$ cat config.mk
export PLATFORM = sky130hd
export DESIGN_NAME = mem_game_top
export DESIGN_NICKNAME = d
export VERILOG_FILES = /design/src/mem_pkg.sv /design/src/mem_cursor.sv /design/src/mem_game_fsm.sv /design/src/mem_game_top.sv /design/src/mem_rand_gen.sv /design/src/mem_round_timer.sv /design/src/mem_select_detector.sv
export SDC_FILE = /design/constraint.sdc
export NUM_CORES = 1
export LEC_CHECK = 0
export ABC_AREA = 1
export BUFFER_PORTS_ARGS = -buffer_cell sky130_fd_sc_hd__buf_4
export CAP_MARGIN = 20
export CORE_MARGIN = 4
export CORE_UTILIZATION = 50
export DETAILED_ROUTE_END_ITERATION = 7
export HOLD_SLACK_MARGIN = 0.08
export PLACE_DENSITY_LB_ADDON = 0.2
export SLEW_MARGIN = 10
export SYNTH_ARGS = -nofsm -noshare
export SYNTH_HDL_FRONTEND = slang
export SYNTH_SLANG_ARGS = --single-unit
$ cat constraint.sdc
create_clock -name clk -period 11.8 [get_ports clk]
set_clock_uncertainty 0.15 [all_clocks]
set_input_delay 0.59 -clock clk [delete_from_list [all_inputs] [get_ports clk]]
set_output_delay 0.59 -clock clk [all_outputs]
set_load 0.02 [all_outputs]
$ cat src/mem_pkg.sv
package mem_pkg;

    typedef logic [1:0]  pos_t;     // button position 0..3
    typedef logic [1:0]  digit_t;   // display digit, 0 shows "1"
    typedef logic [1:0]  label_t;   // button label, 0 shows "1"
    typedef logic [2:0]  stage_t;   // stage index 0..4
    typedef logic [5:0]  button_t;  // one-hot button code
    typedef logic [1:0]  strike_t;  // strikes so far
    typedef logic [11:0] time_t;    // cycles left in the round

    localparam button_t btn_select = 6'b000001;
    localparam button_t btn_up     = 6'b000010;
    localparam button_t btn_right  = 6'b000100;
    localparam button_t btn_down   = 6'b001000;
    localparam button_t btn_left   = 6'b010000;
    localparam button_t btn_back   = 6'b100000;
    localparam button_t btn_none   = 6'b000000;

    typedef enum logic [1:0] {
        st_menu = 2'd0,             // waiting for select
        st_play = 2'd1,             // round running
        st_lost = 2'd2,             // strikes or timer ran out
        st_won  = 2'd3              // all five stages cleared
    } game_state_t;

    localparam int      num_stages   = 5;
    localparam strike_t max_strikes  = 2'd3;
    localparam time_t   round_cycles = 12'd1000;
    localparam label_t  label_four   = 2'd3;        // label printed as "4"

    localparam logic [15:0] lfsr_seed = 16'hace1;   // any nonzero value works
    localparam logic [15:0] lfsr_taps = 16'hb400;   // x^16+x^14+x^13+x^11+1, maximal length

    // one stage as the player sees it
    typedef struct packed {
        digit_t       digit;        // big display digit
        label_t [3:0] labels;       // labels indexed by position
    } stage_view_t;

    // the whole round, drawn once at round start
    typedef struct packed {
        stage_view_t [num_stages-1:0] stages;
    } round_t;

endpackage

$ cat src/mem_cursor.sv
module mem_cursor (
    input  logic             clk,
    input  logic             nrst,
    input  logic             activate_rand,
    input  logic             strobe,
    input  mem_pkg::button_t button,
    output mem_pkg::pos_t    mem_pos
);
    import mem_pkg::*;

    pos_t nxt_pos;  // position after this cycle's press

    always_comb begin
        nxt_pos = mem_pos;
        if (strobe) begin
            case (button)
                btn_right: nxt_pos = mem_pos + 2'd1;    // wraps 3 -> 0
                btn_left:  nxt_pos = mem_pos - 2'd1;    // wraps 0 -> 3
                default:   nxt_pos = mem_pos;           // up, down, select, back leave it
            endcase
        end
    end

    always_ff @(posedge clk) begin
        if (!nrst) begin
            mem_pos <= '0;
        end else if (activate_rand) begin
            mem_pos <= '0;          // new round starts at the leftmost button
        end else begin
            mem_pos <= nxt_pos;
        end
    end

endmodule

$ cat src/mem_game_fsm.sv
module mem_game_fsm (
    input  logic                 clk,
    input  logic                 nrst,
    input  logic                 strobe,
    input  mem_pkg::button_t     button,
    input  logic                 mem_clear,
    input  logic                 mem_error,
    input  logic                 expired,
    output mem_pkg::game_state_t game_state,
    output mem_pkg::strike_t     strikes,
    output logic                 activate_rand,
    output logic                 mem_active
);
    import mem_pkg::*;

    game_state_t nxt_state;     // state after this edge
    logic        back_press;    // back pressed this cycle
    logic        last_strike;   // this error is the one that loses

    assign activate_rand = (game_state == st_menu) && strobe && (button == btn_select);
    assign mem_active    = (game_state == st_play);
    assign back_press    = strobe && (button == btn_back);
    assign last_strike   = mem_error && (strikes == strike_t'(max_strikes - 2'd1));

    always_comb begin
        nxt_state = game_state;
        case (game_state)
            st_menu: begin
                if (activate_rand) nxt_state = st_play;
            end
            st_play: begin
                if (mem_clear) nxt_state = st_won;                      // clearing beats the timer
                else if (last_strike || expired) nxt_state = st_lost;
            end
            st_lost, st_won: begin
                if (back_press) nxt_state = st_menu;
            end
            default: nxt_state = st_menu;
        endcase
    end

    always_ff @(posedge clk) begin
        if (!nrst) begin
            game_state <= st_menu;
            strikes    <= '0;
        end else begin
            game_state <= nxt_state;
            if (activate_rand) strikes <= '0;                   // fresh round
            else if (mem_error) strikes <= strikes + 2'd1;      // reaches 3 at most
        end
    end

    // detector gives one verdict per select
    a_one_verdict: assert property (@(posedge clk) disable iff (!nrst)
        !(mem_clear && mem_error));

endmodule

$ cat src/mem_game_top.sv
module mem_game_top (
    input  logic                  clk,
    input  logic                  nrst,
    input  logic                  strobe,
    input  mem_pkg::button_t      button,
    output mem_pkg::game_state_t  game_state,
    output mem_pkg::stage_t       stage,
    output mem_pkg::strike_t      strikes,
    output mem_pkg::time_t        time_left,
    output mem_pkg::pos_t         mem_pos,
    output mem_pkg::stage_view_t  view
);
    import mem_pkg::*;

    logic   activate_rand;  // one-cycle round start
    logic   mem_active;     // high while playing
    logic   mem_clear;      // fifth stage solved
    logic   mem_error;      // wrong select
    logic   expired;        // timer ran out
    round_t round;          // digits and labels of the round

    mem_game_fsm u_fsm (
        .clk, .nrst, .strobe, .button,
        .mem_clear, .mem_error, .expired,
        .game_state, .strikes, .activate_rand, .mem_active
    );

    mem_rand_gen u_rand (
        .clk, .nrst, .activate_rand, .round
    );

    mem_cursor u_cursor (
        .clk, .nrst, .activate_rand, .strobe, .button, .mem_pos
    );

    mem_round_timer u_timer (
        .clk, .nrst, .activate_rand, .mem_active, .time_left, .expired
    );

    mem_select_detector u_detect (
        .clk, .nrst, .activate_rand, .mem_active, .strobe, .button,
        .round, .mem_pos, .mem_error, .mem_clear, .stage
    );

    assign view = round.stages[stage];  // what the display shows now

endmodule

$ cat src/mem_rand_gen.sv
module mem_rand_gen (
    input  logic            clk,
    input  logic            nrst,
    input  logic            activate_rand,
    output mem_pkg::round_t round
);
    import mem_pkg::*;

    logic [15:0] lfsr;  // free-running galois lfsr
    logic [31:0] mix;   // widened word, five bits per stage are taken from it

    // digit from r[1:0], rotation from r[3:2], swap of pos 0/1 from r[4]
    function automatic stage_view_t make_view(input logic [4:0] r);
        stage_view_t v;
        label_t      tmp;
        v.digit = digit_t'(r[1:0]);
        for (int p = 0; p < 4; p++) begin
            v.labels[p] = label_t'(p + r[3:2]);     // rotated 0-1-2-3, wraps mod 4
        end
        if (r[4]) begin
            tmp         = v.labels[0];
            v.labels[0] = v.labels[1];
            v.labels[1] = tmp;
        end
        return v;
    endfunction

    // true when every stage carries four different labels
    function automatic logic round_distinct(input round_t r);
        logic [3:0] seen;
        logic       ok;
        ok = 1'b1;
        for (int s = 0; s < num_stages; s++) begin
            seen = '0;
            for (int p = 0; p < 4; p++) begin
                seen[r.stages[s].labels[p]] = 1'b1;
            end
            ok = ok & (&seen);
        end
        return ok;
    endfunction

    assign mix = {lfsr, lfsr ^ {lfsr[7:0], lfsr[15:8]}};  // byte-swapped copy fills the low half

    always_ff @(posedge clk) begin
        if (!nrst) begin
            lfsr <= lfsr_seed;
        end else begin
            lfsr <= {1'b0, lfsr[15:1]} ^ ({16{lfsr[0]}} & lfsr_taps);  // shift right, feed taps
        end
    end

    always_ff @(posedge clk) begin
        if (activate_rand) begin
            for (int s = 0; s < num_stages; s++) begin
                round.stages[s] <= make_view(mix[s*5 +: 5]);   // one 5-bit slice per stage
            end
        end
    end

    a_labels_distinct: assert property (@(posedge clk) disable iff (!nrst)
        activate_rand |=> round_distinct(round));

endmodule

$ cat src/mem_round_timer.sv
module mem_round_timer (
    input  logic           clk,
    input  logic           nrst,
    input  logic           activate_rand,
    input  logic           mem_active,
    output mem_pkg::time_t time_left,
    output logic           expired
);
    import mem_pkg::*;

    logic running;  // counting this cycle

    assign running = mem_active && (time_left != '0);

    // fires in the last counted cycle, so LOST is seen round_cycles after PLAY begins
    assign expired = mem_active && (time_left == time_t'(1));

    always_ff @(posedge clk) begin
        if (!nrst) begin
            time_left <= '0;
        end else if (activate_rand) begin
            time_left <= round_cycles;          // full budget at round start
        end else if (running) begin
            time_left <= time_left - time_t'(1);
        end
    end

    // once expired has pulsed the counter must sit at zero
    a_expired_zero: assert property (@(posedge clk) disable iff (!nrst)
        expired |=> (time_left == '0));

endmodule

$ cat src/mem_select_detector.sv
module mem_select_detector (
    input  logic             clk,
    input  logic             nrst,
    input  logic             activate_rand,
    input  logic             mem_active,
    input  logic             strobe,
    input  mem_pkg::button_t button,
    input  mem_pkg::round_t  round,
    input  mem_pkg::pos_t    mem_pos,
    output logic             mem_error,
    output logic             mem_clear,
    output mem_pkg::stage_t  stage
);
    import mem_pkg::*;

    localparam stage_t last_stage = stage_t'(num_stages - 1);

    pos_t   right_pos [num_stages];     // correct position per stage
    label_t pressed   [num_stages-1];   // label under the correct position, stages 1 to 4
    stage_t nxt_stage;
    logic   select_hit;                 // select while the module is live

    // position that carries label l in view v
    function automatic pos_t pos_of(input stage_view_t v, input label_t l);
        pos_t p;
        p = '0;
        for (int i = 0; i < 4; i++) begin
            if (v.labels[i] == l) begin
                p = pos_t'(i);
            end
        end
        return p;
    endfunction

    always_comb begin
        // stage 1
        case (round.stages[0].digit)
            2'd0, 2'd1: right_pos[0] = 2'd1;                    // second position
            2'd2:       right_pos[0] = 2'd2;                    // third position
            default:    right_pos[0] = 2'd3;                    // fourth position
        endcase
        pressed[0] = round.stages[0].labels[right_pos[0]];

        // stage 2
        case (round.stages[1].digit)
            2'd0:    right_pos[1] = pos_of(round.stages[1], label_four);
            2'd2:    right_pos[1] = 2'd0;                       // first position
            default: right_pos[1] = right_pos[0];               // digits 2 and 4 repeat stage 1
        endcase
        pressed[1] = round.stages[1].labels[right_pos[1]];

        // stage 3
        case (round.stages[2].digit)
            2'd0:    right_pos[2] = pos_of(round.stages[2], pressed[1]);
            2'd1:    right_pos[2] = pos_of(round.stages[2], pressed[0]);
            2'd2:    right_pos[2] = 2'd2;                       // third position
            default: right_pos[2] = pos_of(round.stages[2], label_four);
        endcase
        pressed[2] = round.stages[2].labels[right_pos[2]];

        // stage 4
        case (round.stages[3].digit)
            2'd0:    right_pos[3] = right_pos[0];
            2'd1:    right_pos[3] = 2'd0;                       // first position
            default: right_pos[3] = right_pos[1];               // digits 3 and 4 follow stage 2
        endcase
        pressed[3] = round.stages[3].labels[right_pos[3]];

        // stage 5, always by label
        case (round.stages[4].digit)
            2'd0:    right_pos[4] = pos_of(round.stages[4], pressed[0]);
            2'd1:    right_pos[4] = pos_of(round.stages[4], pressed[1]);
            2'd2:    right_pos[4] = pos_of(round.stages[4], pressed[3]);
            default: right_pos[4] = pos_of(round.stages[4], pressed[2]);
        endcase
    end

    assign select_hit = mem_active && strobe && (button == btn_select);

    always_comb begin
        mem_clear = 1'b0;
        mem_error = 1'b0;
        nxt_stage = stage;
        if (select_hit) begin
            if (mem_pos == right_pos[stage]) begin
                if (stage == last_stage) mem_clear = 1'b1;      // module solved
                else nxt_stage = stage + 3'd1;
            end else begin
                mem_error = 1'b1;                               // wrong button, stage holds
            end
        end
    end

    always_ff @(posedge clk) begin
        if (!nrst) begin
            stage <= '0;
        end else if (activate_rand) begin
            stage <= '0;
        end else begin
            stage <= nxt_stage;
        end
    end

    a_stage_range: assert property (@(posedge clk) disable iff (!nrst)
        stage <= last_stage);

endmodule

==> results of run 1 <==
area by class of cell:
class	instances	area share (%)
clock buffer	9	2.17
clock inverter	7	1.58
inverter	104	6.85
multi-input combinational	448	42.9
sequential	85	38.3
tap	133	2.92
timing repair buffer	40	5.27
where the power goes:
| group | leakage, nW | internal [W] | switching [W] |
|---|---|---|---|
| combinational | 1.77 | 0.0000947 | 0.000152 |
| clock | 0.108 | 0.000118 | 0.0000979 |
| sequential | 0.735 | 0.000346 | 0.0000304 |
| total | 2.61 | 0.000559 | 0.000280 |
cell families (layout without fill, tap and decap cells):
family	after synthesis	after routing	share of synthesized area, %
flip-flops	85	85	43.1
XOR/XNOR	44	44	7.62
AND/OR/NAND/NOR	281	281	25.8
AO/OA/AOI/OAI	118	118	13.5
adder cells (fa/ha/maj)	5	5	1.24
buffers and inverters	117	160	8.71
per-stage QoR:
step / worst slack (ns) / utilization [%] / total power [W]
after floorplan: 7.48 / - / 0.000550
after global placement: 8.38 / 55.8 / 0.000622
after detailed placement: 8.34 / 55.8 / 0.000629
after CTS: 8.25 / 58.0 / 0.000846
after global routing: 7.89 / 58.0 / 0.000893
final: 8.15 / 58.0 / 0.000839
cell usage in the layout (no fill, tap or decap), types with 3 or more instances in the layout:
cell | netlist | routed
dfxtp_1 | 37 | 37
clkbuf_8 | 0 | 9
ha_1 | 5 | 5
nor3_1 | 6 | 6
xnor2_1 | 17 | 17
inv_2 | 7 | 7
nand2_4 | 5 | 5
nand2_2 | 12 | 12
a31oi_1 | 4 | 4
clkinv_1 | 1 | 3
nand2_1 | 135 | 135
xor2_1 | 27 | 27
o211ai_1 | 6 | 6
nand3_1 | 62 | 62
edfxtp_1 | 48 | 48
buf_4 | 0 | 40
or2_2 | 5 | 5
nand3_2 | 5 | 5
o21ai_0 | 55 | 55
inv_1 | 96 | 96
a21oi_4 | 3 | 3
nor2_1 | 39 | 38
a21oi_1 | 39 | 39
nand4_1 | 4 | 4
nor4_1 | 3 | 3
layer usage:
layer | vias to the layer above | global-route usage (%) | share of wire (%)
li1 | 2203 | - | -
met1 | 2007 | 32.4 | 48
met3 | 27 | 3.82 | 5.0
met4 | 0 | 9.47 | 3.2
met5 | - | 0 | 0
met2 | 123 | 35.1 | 44
flip-flops by register name, summed over array words and instances, names as in the netlist:
signal	cells
u_rand.round	48
u_fsm.game_state	2
u_detect.stage	3
u_timer.time_left	12
u_cursor.mem_pos	2
u_fsm.strikes	2
u_rand.lfsr	16
worst min-delay path: cells and delay by family, from the launching register on:
family | cells | cell delay, ns
flip-flops | 1 | 0.32
AND/OR/NAND/NOR | 1 | 0.05
buffers and inverters | 1 | 0.03
worst max path at each step:
stage / startpoint / to / slack, ns / depth (start not counted)
after CTS: u_detect.stage[0] / view[0] / 8.25 / 4
after global routing: u_rand.round[9] / u_fsm.game_state[1] / 7.89 / 25
final: u_detect.stage[0] / view[0] / 8.15 / 4
after detailed placement: u_rand.round[9] / u_fsm.game_state[1] / 8.34 / 25
after floorplan: button[5] / u_timer.time_left[9] / 7.48 / 12
after global placement: u_rand.round[9] / u_fsm.game_state[1] / 8.38 / 25
==> flow_summary.ini, run 1 <==
[clocking]
clock-sinks = 85
cts_max_path_buffers = 2
clkTransAtPathRegs_ns = 0.09
cts_tree = done
cts_setup_buffers = 0
cts_root_buf = clkbuf_8
worstSkewPairLatency_ns = 0.35
cts_resized = 0
cts_buffers = 9
cts_max_level = 3
cts_hold_buf = 0

[routing]
wl_per_cell_um = 15.8
finalWirelength_um = 13100
first_pass_iters = 5
viasPerCell = 5.28
drc = 0
first_iter_violations = 354
vias = 4360
detail-route-antenna-nets = 0

[floorplanning]
start_util_pct = 51.5
core_sq_um = 9820
die-area_sq_um = 11800
die_h_um = 109
boundaryPins = 40
die_w_um = 109
rows = 36

[critical_path]
critPathKind = reg -> out
r2r-start = u_rand.round[9]
worstReg2RegEnd = u_fsm.game_state[1]
path_max_fanout = 27
cp-start-kind = register
slowest_delay_ns = 0.66
rrSetupSlack_ns = 8.25
crit_slowest_cell = inv_1
path_cells = inv_1 > nand3_1 > o21ai_0 > buf_4
cp_top_family = buffers and inverters
arrival_ns = 2.91
cp-end-kind = output port
reg2regPathDepth = 25
path_buf_inv = 2
cp_data_required_time_ns = 11.06

[yosys]
ys_async_sr_fraction_pct = 0
synth_cells = 650
synth_area_per_cell_sq_um = 7.78
synth-edff-count = 48
syn_area_sq_um = 5060
synth-seq-cells = 85
synthTopCellsByArea = edfxtp_1 29%, dfxtp_1 15%, nand2_1 10%
synth_top_area_cell = edfxtp_1
ys_types = 36
yosysSeqAreaShare_pct = 43.1
synth_flop_cell = edfxtp_1
synth.top_cell.area_share_pct = 28.5
yosys_warnings = 0
synth_most_common_cell = nand2_1
syn_nets = 664
synth.top_cells.by_count = 135 x nand2_1, 96 x inv_1, 62 x nand3_1

[power_and_ir_drop]
p_per_area_nw_per_um2 = 147
peakVddDrop_mv = 0.165
power_leakage_nw = 2.61

[global_route]
grt_max_degree = 52
grt_usage_pct = 23.0
grt_pass1_wl_um = 20600
grt_pass1_vias = 3975
grt_overflow = 0
grt_antenna_before_repair = 0

[timing]
period_share_pct = 30.9
finalCriticalPeriod_ns = 3.65
max_freq_ghz = 0.274
worst_pin_slew_ns = 0.902
finalHoldViolations = 0
finalSetupTns_ns = 0
rsz0062_at_grt = no
finalSetupViolations = 0
max_slew_margin_pct = 39.8
hold-worst-slack_ns = 0.283
drv_slew = 0

[final_layout]
multi_input_area_sq_um = 2440
fillCellCount = 934
drive_above_1_share_pct = 14.4
final_cells = 826
syn2layout_area_growth_pct = 12.6
fin_nets = 702
num_antenna_cells = 0
final_area_sq_um = 5700
regArea_sq_um = 2180

[place]
dp_cells = 810
dp_hpwl_um = 10300
gp_congestion = 1.01
post_dp_cell_area_sq_um = 5480
io_buffers = 39

[worst_hold_path]
hp-class = reg -> reg
min_path_cells = 2
min_from = u_rand.lfsr[9]
hold_end = u_rand.lfsr[8]

[outcome]
status = finished clean

[flow_run]
drv_cap = 0
Note: power is estimated with default switching activity, not from simulation.
==> inputs of run 2 (changes only) <==
--- a/config.mk
+++ b/config.mk
@@ -5,7 +5,7 @@
 export SDC_FILE = /design/constraint.sdc
 export NUM_CORES = 1
 export LEC_CHECK = 0
-export ABC_AREA = 1
+export ABC_AREA = 0
 export BUFFER_PORTS_ARGS = -buffer_cell sky130_fd_sc_hd__buf_4
 export CAP_MARGIN = 20
 export CORE_MARGIN = 4
==> constraint.sdc (replaced) <==
create_clock -name clk -period 3.1 [get_ports clk]
set_clock_uncertainty 0.15 [all_clocks]
set_input_delay 0.155 -clock clk [delete_from_list [all_inputs] [get_ports clk]]
set_output_delay 0.155 -clock clk [all_outputs]
set_load 0.02 [all_outputs]
==> run 2 against run 1 <==
Net effect: routed wire length rose by 15%; setup slack got worse by 9.1 ns; non-clock buffer count grew 99; global-route usage increased by 1.2 points; the flow now finishes with violations (negative setup slack); clock power rose to 3.5 times the previous value; critical path depth rose by 12; hold slack worse by 0.14 ns; largest cell class unchanged.
==> flow_summary.ini, run 2 <==
[routing]
drc = 0
first_iter_violations = 465
vias = 4803
first_pass_iters = 5
viasPerCell = 5.77
finalWirelength_um = 15000
wl_per_cell_um = 18.1
detail-route-antenna-nets = 0

[timing]
worst_pin_slew_ns = 0.619
finalCriticalPeriod_ns = 4.02
max_freq_ghz = 0.249
drv_slew = 0
finalSetupViolations = 7
rsz0062_at_grt = yes
max_slew_margin_pct = 58.5
period_share_pct = 130
hold-worst-slack_ns = 0.139
finalSetupTns_ns = -6.05
finalHoldViolations = 0
fin_ws_ns = -0.922

[critical_path]
critPathKind = reg -> reg
reg2regPathDepth = 16
cp_data_required_time_ns = 3.21
cp_top_family = compound AO/OA/AOI/OAI gates
cp-end-kind = register
crit_slowest_cell = edfxtp_1
arrival_ns = 4.13
cp-start-kind = register
slowest_delay_ns = 0.42
worst-path-stages = 16
path_buf_inv = 3
path_common_cell = buf_4
path_max_fanout = 5
path_cells = or2_4 > a2111oi_4 > buf_2 > o32a_1 > buf_4 > nor3_2 > o22ai_1 > a21oi_2 > or2_2 > o221ai_4 > xnor2_2 > a221oi_4 > mux2i_2 > buf_4 > a21oi_1 > o31a_1

[power_and_ir_drop]
p_per_area_nw_per_um2 = 326
power_leakage_nw = 2.72
peakVddDrop_mv = 0.308

[final_layout]
final_cells = 832
num_antenna_cells = 0
largest_reg_flops = 48
fin_nets = 705
mostFrequentLayoutCell = buf_4
syn2layout_area_growth_pct = 27.5
layout_common_cells = 132 x buf_4, 52 x nand2_1, 48 x xnor2_1, 48 x edfxtp_1, 41 x inv_1
drive_above_1_share_pct = 28.9

[yosys]
synth_cells = 570
synth.top_cells.by_count = 52 x nand2_1, 49 x xnor2_1, 48 x edfxtp_1
synth_flop_cell = edfxtp_1
synth_top_area_cell = edfxtp_1
synth-seq-cells = 85
synth_most_common_cell = nand2_1
synth.top_cell.area_share_pct = 26.7
yosys_warnings = 0
syn_nets = 584
syn_area_sq_um = 5390
ys_types = 72
yosysSeqAreaShare_pct = 40.5
synth_area_per_cell_sq_um = 9.46
ys_async_sr_fraction_pct = 0
synthTopCellsByArea = edfxtp_1 27%, dfxtp_1 14%, xnor2_1 8.0%
synth-edff-count = 48

[clocking]
cts_buffers = 9
worstSkewPairLatency_ns = 0.36
clkTransAtPathRegs_ns = 0.09
clock-sinks = 85
cts_max_path_buffers = 2
cts_max_level = 3
cts_tree = done
cts_root_buf = clkbuf_8

[place]
dp_hpwl_um = 11600
io_buffers = 39
gp_congestion = 0.955
dp_cells = 804

[worst_hold_path]
min_path_cells = 5
hp-class = in -> reg

[floorplanning]
rows = 37
die_h_um = 112
start_util_pct = 51.8
die-area_sq_um = 12500
core_sq_um = 10400
die_w_um = 112
boundaryPins = 40

[global_route]
grt_usage_pct = 24.2
grt_max_degree = 49
grt_pass1_vias = 4631
grt_antenna_before_repair = 0
grt_overflow = 0
grt_pass1_wl_um = 24100

[outcome]
status = finished with violations
violations = negative setup slack

[flow_run]
drv_cap = 0
## run 2: kinds of logic after synthesis
kind of cell	count (synthesis)	share of synthesized area, %
simple gates	184	16.9
xor+xnor	71	11.5
fa+ha+maj	5	1.16
mux	21	6.24
flops	85	40.5
buf+inv	74	5.40
compound gates	130	18.3
## run 2: per-layer routing
| layer | share of wire [%] | global-route usage [%] |
|---|---|---|
| met5 | 0 | 0 |
| met4 | 1.8 | 8.52 |
| met3 | 7.1 | 4.02 |
| met2 | 47 | 38.6 |
| met1 | 44 | 33.4 |
## run 2: where the power goes
group | total (W) | leakage, nW | switching, W | internal, W
logic | 0.000236 | 1.90 | 0.000128 | 0.000108
registers | 0.00126 | 0.726 | 0.0000264 | 0.00123
clock network | 0.000746 | 0.0970 | 0.000400 | 0.000346
total | 0.00224 | 2.72 | 0.000554 | 0.00169
## run 2: stage by stage
stage	util, %	total power (W)	instance area, sq um	worst slack [ns]
floorplan	-	0.00144	5430	-0.930
CTS	65.1	0.00225	6780	-0.889
detailed placement	61.8	0.00151	6440	-0.946
global placement	61.8	0.00150	6440	-0.903
global route	66.0	0.00235	6880	-1.08
finish	66.0	0.00224	6880	-0.922
## run 2: worst reg2reg max path, delay by kind of cell, from the launching register on
kind	cells	cell delay [ns]
compound gates	8	1.77
mux	1	0.25
buf+inv	3	0.54
xor+xnor	1	0.15
simple gates	3	0.64
flops	1	0.42
## run 2: cell type report
class / instances / area, sq um
inverter: 44 / 165
sequential: 85 / 2180
timing repair buffer: 139 / 1060
multi-input combinational: 412 / 3110
clock buffer: 12 / 156
fill: 865 / 3540
tap: 136 / 170
clock inverter: 4 / 30.0
## run 2: final timing paths
path         slack, ns             endpoint             start
min reg2reg       0.34     u_fsm.strikes[0]  u_fsm.strikes[0]
max reg2reg      -0.92  u_fsm.game_state[1]  u_rand.round[18]
min               0.14  u_cursor.mem_pos[0]         button[5]
max              -0.92  u_fsm.game_state[1]  u_rand.round[18]
## run 2: timing repair
action / 4_1_cts / 5_1_grt
hold buffers: 3 / 0
resized for setup: 17 / 13
endpoints found under the setup margin: 7 / 7
pin swaps: 12 / 7
setup buffers: 4 / 3
hold endpoints to repair: 24 / 0
gates cloned: 2 / 0
==> inputs of run 3 (changes only) <==
--- a/config.mk
+++ b/config.mk
@@ -6,11 +6,11 @@
 export NUM_CORES = 1
 export LEC_CHECK = 0
 export ABC_AREA = 0
-export BUFFER_PORTS_ARGS = -buffer_cell sky130_fd_sc_hd__buf_4
 export CAP_MARGIN = 20
 export CORE_MARGIN = 4
 export CORE_UTILIZATION = 50
 export DETAILED_ROUTE_END_ITERATION = 7
+export DONT_BUFFER_PORTS = 1
 export HOLD_SLACK_MARGIN = 0.08
 export PLACE_DENSITY_LB_ADDON = 0.2
 export SLEW_MARGIN = 10
==> run 3 against run 2 <==
Net effect: global-route usage grew 0.41 points; first-iteration DRC count shrank 5.2%; utilization shrank 3.0 points; die area is the same; cell count shrank 5.0%; non-clock buffer count shrank 41; flip-flop and latch count is the same; the flow still finishes with violations (negative setup slack); critical path depth shrank 2.
==> flow_summary.ini, run 3 (synthesis gave the netlist of run 2 again) <==
[final_layout]
fin_nets = 663
drive_above_1_share_pct = 22.6
layout_common_cells = 88 x buf_4, 51 x nand2_1, 48 x xnor2_1, 48 x edfxtp_1, 42 x inv_1
syn2layout_area_growth_pct = 21.6
final_area_sq_um = 6560
largest_reg_flops = 48
fillCellCount = 871
fin_util_pct = 63.0
num_antenna_cells = 0
mostFrequentLayoutCell = buf_4

[clocking]
clkTransAtPathRegs_ns = 0.09
cts_max_level = 3
cts_tree = done
worstSkewPairLatency_ns = 0.35
cts_root_buf = clkbuf_8
cts_buffers = 9
clock-sinks = 85
cts_max_path_buffers = 2

[power_and_ir_drop]
p_per_area_nw_per_um2 = 340
power_leakage_nw = 2.49
total_power_w = 0.00223
peakVddDrop_mv = 0.419

[global_route]
grt_max_degree = 49
grt_pass1_wl_um = 24200
grt_pass1_vias = 4561
grt_overflow = 0
grt_usage_pct = 24.6
grt_antenna_before_repair = 0

[floorplanning]
boundaryPins = 40
start_util_pct = 51.8
rows = 37
core_sq_um = 10400
die_w_um = 112
die-area_sq_um = 12500
die_h_um = 112

[timing]
finalCriticalPeriod_ns = 4.11
period_share_pct = 132
hold-worst-slack_ns = 0.250
worst_pin_slew_ns = 0.944
finalHoldViolations = 0
fin_ws_ns = -1.01
max_slew_margin_pct = 36.4
drv_slew = 0
max_freq_ghz = 0.244
finalSetupViolations = 7
rsz0062_at_grt = yes

[routing]
detail-route-antenna-nets = 0
wl_per_cell_um = 19.4
viasPerCell = 5.85
drc = 0
first_pass_iters = 7
vias = 4622
first_iter_violations = 441
finalWirelength_um = 15300

[critical_path]
cp-start-kind = register
cp_data_required_time_ns = 3.20
path_max_fanout = 5
arrival_ns = 4.21
critPathKind = reg -> reg
cp-end-kind = register

[place]
dp_hpwl_um = 11800
place_ws_ns = -1.04
post_dp_cell_area_sq_um = 6150
gp_congestion = 0.944
io_buffers = 0

[outcome]
status = finished with violations
violations = negative setup slack

[flow_run]
drv_cap = 0

[worst_hold_path]
hp-class = in -> reg
==> run 3: path summary, 6_finish.rpt <==
| path | startpoint | end | slack [ns] | cells after the start |
|---|---|---|---|---|
| setup reg to reg | u_rand.round[15] | u_fsm.game_state[1] | -1.01 | 14 |
| hold / removal | button[0] | u_fsm.strikes[0] | 0.25 | 4 |
| setup / recovery | u_rand.round[15] | u_fsm.game_state[1] | -1.01 | 14 |
| hold reg to reg | u_rand.lfsr[12] | u_rand.lfsr[11] | 0.31 | 1 |
==> run 3: cell type report <==
type	count	area [sq um]	area share, %
repair buffers	98	776	11.8
inverters	44	165	2.52
multi-input cells	411	3070	46.8
well taps	136	170	2.59
clock inverters	2	11.3	0.172
clock buffers	14	185	2.82
flip-flops and latches	85	2180	33.3
==> run 3: stage by stage <==
stage	TNS (ns)	cells
after floorplan	-5.85	570
after global placement	-6.36	762
after detailed placement	-6.81	762
after CTS	-6.16	788
after global routing	-7.53	790
final	-6.57	790
==> run 3: layer usage <==
metal / routed length (um) / part of all wire [%] / track usage (%)
met5: 0 / 0 / 0
met4: 524 / 3.4 / 10.5
met1: 6670 / 43 / 32.2
met3: 1050 / 6.8 / 4.95
met2: 7100 / 46 / 39.8
==> run 3: critical path, cell delays in order, from the launching register on <==
cell and delay [ns]:
edfxtp_1 0.53, a2111oi_4 0.13, buf_4 0.19, o311a_4 0.38, or3_1 0.35, a22o_1 0.26, a41oi_4 0.22, mux2i_2 0.32
o221ai_4 0.17, xnor2_2 0.19, a221oi_2 0.28, buf_4 0.18, mux2i_4 0.28, a21oi_1 0.11, o31a_1 0.28
==> run 3: timing repair <==
action,4_1_cts,5_1_grt
resized for setup,10,9
endpoints found under the hold margin,37,0
gates cloned,0,1
hold buffers,7,0
endpoints found under the setup margin,7,7
buffers inserted,3,1
pin swaps,10,5
==> run 3: power breakdown <==
part | total, W | leakage, nW | internal, W | switching [W]
clock network | 0.000756 | 0.101 | 0.000390 | 0.000366
logic | 0.000210 | 1.66 | 0.0000963 | 0.000113
registers | 0.00127 | 0.726 | 0.00123 | 0.0000334
total | 0.00223 | 2.49 | 0.00172 | 0.000513
